`src/hw/ternary_mvm_pkg.sv`:
```
// Shared sizes, the ternary weight encoding and the input word views
// of the ternary matrix-vector multiplier. Modules import it in their body
// and use scoped names in their port lists.

package ternary_mvm_pkg;

  localparam int NUM_IN      = 12;                            // Input lanes
  localparam int NUM_OUT     = 12;                            // Output lanes
  localparam int WORD_W      = 12;                            // Input word per cycle
  localparam int WEIGHT_W    = 2;                             // Bits per ternary weight
  localparam int WEIGHT_BITS = NUM_IN * NUM_OUT * WEIGHT_W;   // 288
  localparam int LOAD_WORDS  = WEIGHT_BITS / WORD_W;          // 24
  localparam int PSUM_W      = 5;                             // Holds -12..+12
  localparam int CARRY_W     = 6;                             // Serial carry per lane

  // Ternary codes, 00 and 10 both read as zero
  localparam logic [WEIGHT_W-1:0] W_POS = 2'b01;
  localparam logic [WEIGHT_W-1:0] W_NEG = 2'b11;

  // One input word, decoded according to the current phase
  typedef union packed {
    struct packed {
      logic [7:0] frame_m1;                                   // Frame length minus one
      logic [3:0] rsvd;                                       // Ignored
    } cmd;
    logic [5:0][WEIGHT_W-1:0] wts;                            // Six weights, index 0 lowest
    logic [NUM_IN-1:0]        slice;                          // Bit i belongs to input i
  } ui_word_u;

endpackage
```
`src/hw/ternary_mvm_top.sv`:
```
// Top level of the ternary matrix-vector multiplier on Tiny Tapeout pins.
// The 12-bit input word is ui_in over uio_in[7:4]; the 12 result bits
// leave on uo_out over uio_out[3:0], two cycles after their slice.

`timescale 1ns/1ps

module ternary_mvm_top (
  input  logic       clk,
  input  logic       rst_n,
  input  logic       ena,       // Always high when powered, not used
  input  logic [7:0] ui_in,
  output logic [7:0] uo_out,
  input  logic [7:0] uio_in,
  output logic [7:0] uio_out,
  output logic [7:0] uio_oe
);
  import ternary_mvm_pkg::*;

  ui_word_u                    ui_word;
  logic                        load_en;
  logic                        mult_en;
  logic                        lsb;
  logic [WEIGHT_BITS-1:0]      weights;
  logic [NUM_OUT*PSUM_W-1:0]   psum;
  logic                        psum_lsb;
  logic                        psum_valid;
  logic [NUM_OUT-1:0]          out_bits;

  assign ui_word = {ui_in, uio_in[7:4]};  // Lower uio nibble is output only

  mvm_sequencer u_sequencer (
    .clk     (clk),
    .rst_n   (rst_n),
    .ui_word (ui_word),
    .load_en (load_en),
    .mult_en (mult_en),
    .lsb     (lsb)
  );

  weight_loader u_loader (
    .clk     (clk),
    .load_en (load_en),
    .ui_word (ui_word),
    .weights (weights)
  );

  ternary_partial_sum u_partial_sum (
    .clk        (clk),
    .rst_n      (rst_n),
    .ui_word    (ui_word),
    .weights    (weights),
    .mult_en    (mult_en),
    .lsb        (lsb),
    .psum       (psum),
    .psum_lsb   (psum_lsb),
    .psum_valid (psum_valid)
  );

  serial_accumulator u_accumulator (
    .clk        (clk),
    .rst_n      (rst_n),
    .psum       (psum),
    .psum_lsb   (psum_lsb),
    .psum_valid (psum_valid),
    .out_bits   (out_bits)
  );

  assign {uo_out, uio_out[3:0]} = out_bits;
  assign uio_out[7:4] = 4'h0;
  assign uio_oe       = 8'h0F;            // uio[3:0] drive, uio[7:4] listen

endmodule

```
`src/hw/serial_accumulator.sv`:
```
// Second pipeline stage, a bit-serial accumulator per output lane.
// Each partial sum is weighted by 2^b through the carry: the lane adds the
// sum to its carry, emits bit 0 and keeps the rest, shifted, as new carry.
// psum_lsb restarts a frame with a zero carry.

`timescale 1ns/1ps

module serial_accumulator (
  input  logic                                              clk,
  input  logic                                              rst_n,
  input  logic [ternary_mvm_pkg::NUM_OUT*ternary_mvm_pkg::PSUM_W-1:0] psum,
  input  logic                                              psum_lsb,
  input  logic                                              psum_valid,
  output logic [ternary_mvm_pkg::NUM_OUT-1:0]               out_bits
);
  import ternary_mvm_pkg::*;

  logic signed [CARRY_W-1:0] carry     [NUM_OUT];
  logic signed [CARRY_W-1:0] carry_in  [NUM_OUT];
  logic signed [PSUM_W-1:0]  lane_psum [NUM_OUT];
  logic signed [CARRY_W:0]   acc_sum   [NUM_OUT];

  always_comb begin
    for (int j = 0; j < NUM_OUT; j++) begin
      lane_psum[j] = psum[PSUM_W*j +: PSUM_W];
      carry_in[j]  = psum_lsb ? '0 : carry[j];   // New frame starts clean
      acc_sum[j]   = lane_psum[j] + carry_in[j]; // Both sign extended
    end
  end

  always_ff @(posedge clk) begin
    for (int j = 0; j < NUM_OUT; j++) begin
      if (!rst_n || !psum_valid) begin
        out_bits[j] <= 1'b0;
        carry[j]    <= '0;
      end else begin
        out_bits[j] <= acc_sum[j][0];
        carry[j]    <= acc_sum[j][CARRY_W:1];    // Arithmetic shift right
      end
    end
  end

endmodule

```
`src/hw/ternary_partial_sum.sv`:
```
// First pipeline stage. For one input bit slice, forms per output lane the
// signed sum of the ternary weights whose input bit is set, and registers
// all twelve sums together with the frame-start and valid flags.
// Weight of input i for output j sits at bits 2(12j+i)+1..2(12j+i).

`timescale 1ns/1ps

module ternary_partial_sum (
  input  logic                                              clk,
  input  logic                                              rst_n,
  input  ternary_mvm_pkg::ui_word_u                         ui_word,
  input  logic [ternary_mvm_pkg::WEIGHT_BITS-1:0]           weights,
  input  logic                                              mult_en,
  input  logic                                              lsb,
  output logic [ternary_mvm_pkg::NUM_OUT*ternary_mvm_pkg::PSUM_W-1:0] psum,
  output logic                                              psum_lsb,
  output logic                                              psum_valid
);
  import ternary_mvm_pkg::*;

  logic signed [PSUM_W-1:0] lane_sum [NUM_OUT];

  // Contribution of one weight when its input bit is set
  function automatic logic signed [PSUM_W-1:0] ternary_term(
    input logic [WEIGHT_W-1:0] w,
    input logic                x
  );
    logic signed [PSUM_W-1:0] term;
    term = '0;
    if (x && (w == W_POS)) begin
      term = PSUM_W'(1);
    end else if (x && (w == W_NEG)) begin
      term = -PSUM_W'(1);
    end
    return term;
  endfunction

  always_comb begin
    for (int j = 0; j < NUM_OUT; j++) begin
      lane_sum[j] = '0;
      for (int i = 0; i < NUM_IN; i++) begin
        lane_sum[j] = lane_sum[j] +
                      ternary_term(weights[WEIGHT_W*(NUM_IN*j+i) +: WEIGHT_W],
                                   ui_word.slice[i]);
      end
    end
  end

  // Sums are payload, only meaningful with psum_valid
  always_ff @(posedge clk) begin
    for (int j = 0; j < NUM_OUT; j++) begin
      psum[PSUM_W*j +: PSUM_W] <= lane_sum[j];
    end
  end

  always_ff @(posedge clk) begin
    if (!rst_n) begin
      psum_lsb   <= 1'b0;
      psum_valid <= 1'b0;
    end else begin
      psum_lsb   <= lsb;       // Travels with its slice
      psum_valid <= mult_en;
    end
  end

endmodule

```
`src/hw/weight_loader.sv`:
```
// Weight store for the whole ternary matrix. During the load phase each
// input word is shifted in at the top, so after all load words the first
// word sits in the lowest bits. The matrix holds while load_en is low.

`timescale 1ns/1ps

module weight_loader (
  input  logic                                   clk,
  input  logic                                   load_en,
  input  ternary_mvm_pkg::ui_word_u              ui_word,
  output logic [ternary_mvm_pkg::WEIGHT_BITS-1:0] weights
);
  import ternary_mvm_pkg::*;

  // Word k lands at bits 12k+11..12k after the full load
  always_ff @(posedge clk) begin
    if (load_en) begin
      weights <= {ui_word.wts, weights[WEIGHT_BITS-1:WORD_W]};
    end
  end

endmodule

```
`src/hw/mvm_sequencer.sv`:
```
// Phase control for the multiplier. Waits in idle for a nonzero command
// word, raises load_en for the weight words, then runs the multiply phase
// forever, marking the first slice of each frame with lsb.

`timescale 1ns/1ps

module mvm_sequencer (
  input  logic                      clk,
  input  logic                      rst_n,
  input  ternary_mvm_pkg::ui_word_u ui_word,
  output logic                      load_en,
  output logic                      mult_en,
  output logic                      lsb
);
  import ternary_mvm_pkg::*;

  logic [7:0] count;        // Load word index, then bit index in frame
  logic [7:0] frame_last;   // F of the command, last bit index of a frame
  logic       cmd_seen;

  // Idle is load_en and mult_en both low
  assign cmd_seen = !load_en && !mult_en && (ui_word.slice != '0);

  always_ff @(posedge clk) begin
    if (!rst_n) begin
      load_en    <= 1'b0;
      mult_en    <= 1'b0;
      count      <= '0;
      frame_last <= '0;
    end else if (load_en) begin
      if (count == 8'(LOAD_WORDS - 1)) begin  // Last weight word
        load_en <= 1'b0;
        mult_en <= 1'b1;
        count   <= '0;
      end else begin
        count <= count + 8'd1;
      end
    end else if (mult_en) begin
      if (count == frame_last) begin         // Wrap at frame end
        count <= '0;
      end else begin
        count <= count + 8'd1;
      end
    end else if (cmd_seen) begin
      load_en    <= 1'b1;
      frame_last <= ui_word.cmd.frame_m1;
      count      <= '0;
    end
  end

  // First slice of every frame
  assign lsb = mult_en && (count == '0);

endmodule

```
`config.mk`:
```
export PLATFORM = sky130hd
export DESIGN_NAME = ternary_mvm_top
export DESIGN_NICKNAME = d
export VERILOG_FILES = /design/src/hw/ternary_mvm_pkg.sv /design/src/hw/ternary_mvm_top.sv /design/src/hw/serial_accumulator.sv /design/src/hw/ternary_partial_sum.sv /design/src/hw/weight_loader.sv /design/src/hw/mvm_sequencer.sv
export SDC_FILE = /design/constraint.sdc
export NUM_CORES = 1
export LEC_CHECK = 0
export BUFFER_PORTS_ARGS = -buffer_cell sky130_fd_sc_hd__clkbuf_2
export CORE_MARGIN = 2
export CORE_UTILIZATION = 60
export CTS_BUF_LIST = sky130_fd_sc_hd__clkbuf_8
export DETAILED_ROUTE_END_ITERATION = 16
export HOLD_SLACK_MARGIN = 0.08
export PLACE_DENSITY = 0.88
export SLEW_MARGIN = 30
export SYNTH_ARGS = -nofsm -noshare
export SYNTH_HDL_FRONTEND = slang
export SYNTH_SLANG_ARGS = --single-unit
```
`constraint.sdc`:
```
create_clock -name clk -period 12.1 [get_ports clk]
set_input_delay 0.605 -clock clk [delete_from_list [all_inputs] [get_ports clk]]
set_output_delay 0.605 -clock clk [all_outputs]
set_load 0.01 [all_outputs]
```
==> results.json <==
{
  "status": "finished, final reports clean",
  "yosysWarnings": 0,
  "ant_nets": 0,
  "cts-resized-gates": 0,
  "gr-total-overflow": 0,
  "clk_path_buf_depth": 3,
  "grt_antenna_before_repair": 3,
  "vias_per_cell": 5.61,
  "ys.flop_type": "edfxtp_1",
  "cts_setup_buffers": 0,
  "vias": 15785,
  "synthTopCellsByArea": "edfxtp_1 33%, fa_1 22%, dfxtp_1 13%",
  "worst_pin_slew_ns": 0.899,
  "final_common_cell": "inv_1",
  "post-dp-hpwl_microns": 36600,
  "worst-path-max-fanout": 21,
  "gp_congestion": 0.865,
  "synth_cells": 2108,
  "fin_area_sq_um": 28200,
  "power_density_nw_per_um2": 183,
  "power_leakage_nw": 12.3,
  "netlist_area_sq_um": 26000,
  "max_slew_margin_pct": 40.1,
  "worstPathArrival_ns": 5.47,
  "rsz0062_at_grt": "false",
  "max_freq_mhz": 202,
  "path_clk_slew_ns": 0.06,
  "cts.sinks": 452,
  "peakVddDrop_mv": 0.116,
  "skew_ns": 0.0349,
  "fin_nets": 2620,
  "grt_pass1_wl_microns": 88500,
  "finalSetupViolations": 0,
  "syn_avg_cell_area_sq_um": 12.3,
  "io_pins": 43,
  "setup_tns_ns": 0,
  "crit_type": "input port to flop",
  "min_period_over_period_pct": 40.8,
  "finalHoldViolCount": 0,
  "track_usage_pct": 25.7,
  "synth_largest_area_cell": "edfxtp_1",
  "async_flop_share_pct": 0,
  "start_util_pct": 60.7,
  "r2r-start": "u_loader.weights[176]",
  "hold_start": "u_loader.weights[245]",
  "cts_root_buffer": "clkbuf_8",
  "post_dp_cell_area_sq_um": 26700,
  "synth_seq_cells": 452,
  "crit_start": "ui_in[3]",
  "rows": 76,
  "htreeDepth": 3,
  "fp.dieW_microns": 212,
  "syn_to_final_growth_pct": 8.28,
  "fillCellCount": 2753,
  "dr.pass1.iters": 8,
  "diodes": 0,
  "seq_area_frac_synth_pct": 45.9,
  "totalWireLength_microns": 54400,
  "worstSetupStartpointType": "input port",
  "drcViolationCount": 0,
  "yosysUniqueCellTypes": 47,
  "grt_pass1_vias": 17673,
  "synth_edf_count": 288,
  "hp-class": "flop to flop",
  "grt_max_degree": 91,
  "drt_iter0_drc": 1398,
  "drive_above_1_share_pct": 6.78,
  "cts_tree": "built",
  "avgRoutedWirePerCell_microns": 19.3,
  "die_area_sq_um": 45000,
  "cts_made_buffers": 75,
  "core-area_sq_um": 42900,
  "slew_violations": 0,
  "end_kind": "flop",
  "cts_hold_buf": 0,
  "multiInputGateArea_sq_um": 12500,
  "portBuffers": 25,
  "die_h_microns": 212,
  "drv_cap": 0,
  "seq_area_sq_um": 11900,
  "period_needed_ns": 4.94,
  "final_cell_mix": "385 x inv_1, 288 x fa_1, 288 x edfxtp_1",
  "clk_latency_ns": 0.67,
  "yosys.area.top_type_share_pct": 33.2,
  "required_ns": 12.63
}
[stage by stage]
stage | std cells | util, % | setup WS (ns) | total power, mW | hold slack, ns
2_1_floorplan | 2118 | - | 3.54 | 3.41 | 0.417
3_3_place_gp | 2675 | 62.2 | 6.68 | 3.67 | 0.423
3_5_place_dp | 2675 | 62.2 | 6.56 | 3.84 | 0.425
4_1_cts | 2813 | 65.7 | 7.21 | 5.20 | 0.413
5_1_grt | 2813 | 65.7 | 7.02 | 5.54 | 0.444
6_report | 2813 | 65.7 | 7.16 | 5.17 | 0.412
[final timing paths]
path                       endpoint  slack (ns)  cells past startpoint
max reg2reg  u_partial_sum.psum[39]        7.34                     14
min           u_loader.weights[233]        0.41                      0
min reg2reg   u_loader.weights[233]        0.41                      0
max          u_partial_sum.psum[54]        7.16                     15
[cells by family (layout without fill, tap and decap cells)]
kind of cell / after synthesis / after routing / synth area share (%)
xor gates and xnor gates: 94 / 94 / 3.17
buffers and inverters: 415 / 525 / 6.21
muxes: 10 / 10 / 0.390
and+or+nand+nor: 591 / 591 / 12.4
AOI/OAI and AO/OA: 110 / 110 / 2.73
adders and majority gates: 434 / 434 / 29.2
other: 2 / 12 / 0.0289
DFF: 452 / 452 / 45.9
[power by group]
group          internal [mW]  total [mW]  switching, mW
Sequential              1.88        1.99          0.108
Combinational          0.838        1.84           1.01
Clock                  0.697        1.34          0.639
Total                   3.41        5.17           1.75
[layout make-up]
| type | count | area share [%] |
|---|---|---|
| clock inverters | 59 | 1.35 |
| inverters | 353 | 4.70 |
| multi-input cells | 1251 | 44.4 |
| flip-flops and latches | 452 | 42.4 |
| clock buffers | 79 | 3.86 |
| well taps | 585 | 2.60 |
| repair buffers | 34 | 0.697 |
[state kept, by name, summed over array words and instances (netlist names)]
| register | count |
|---|---|
| u_loader.weights | 288 |
| u_accumulator.carry | 72 |
| u_partial_sum.psum | 60 |
| u_accumulator.out_bits | 12 |
| u_sequencer.count | 8 |
| u_sequencer.frame_last | 8 |
| u_partial_sum.psum_lsb | 1 |
| u_partial_sum.psum_valid | 1 |
| u_sequencer.load_en | 1 |
| u_sequencer.mult_en | 1 |
[synth_stat cells, types with 11 or more instances]
cell        n
edfxtp_1  288
nand3_1    31
o21ai_0    18
ha_1      146
inv_1     353
nor4_1     12
nor2_1     37
buf_4      12
nor3b_1    15
o21a_1     11
clkbuf_1   42
a21oi_1    31
nor3_1     35
nand2_1   149
nor2b_1    97
dfxtp_1   164
xor2_1     15
and2_1     63
and3_1    108
a21o_1     24
nand2b_1   20
xnor2_1    79
fa_1      288
[layer usage]
| metal | vias to the layer above | GRT usage [%] | part of all wire [%] |
|---|---|---|---|
| li1 | 6950 | - | - |
| met1 | 7886 | 30.2 | 36 |
| met2 | 742 | 45.4 | 52 |
| met3 | 205 | 5.66 | 8.2 |
| met4 | 2 | 11.7 | 4.1 |
| met5 | - | 0 | 0.035 |
[worst max-delay path, stage by stage]
cell and delay, ns:
clkbuf_2 0.57, and2_1 0.30, nand2_1 0.12, fa_1 0.59
inv_1 0.07, fa_1 0.53, fa_1 0.55, fa_1 0.55
fa_1 0.56, ha_1 0.15, inv_1 0.05, fa_1 0.37
xnor2_1 0.20, xnor2_1 0.15, xnor2_1 0.09
No activity file was read; power rests on OpenSTA's default activity.
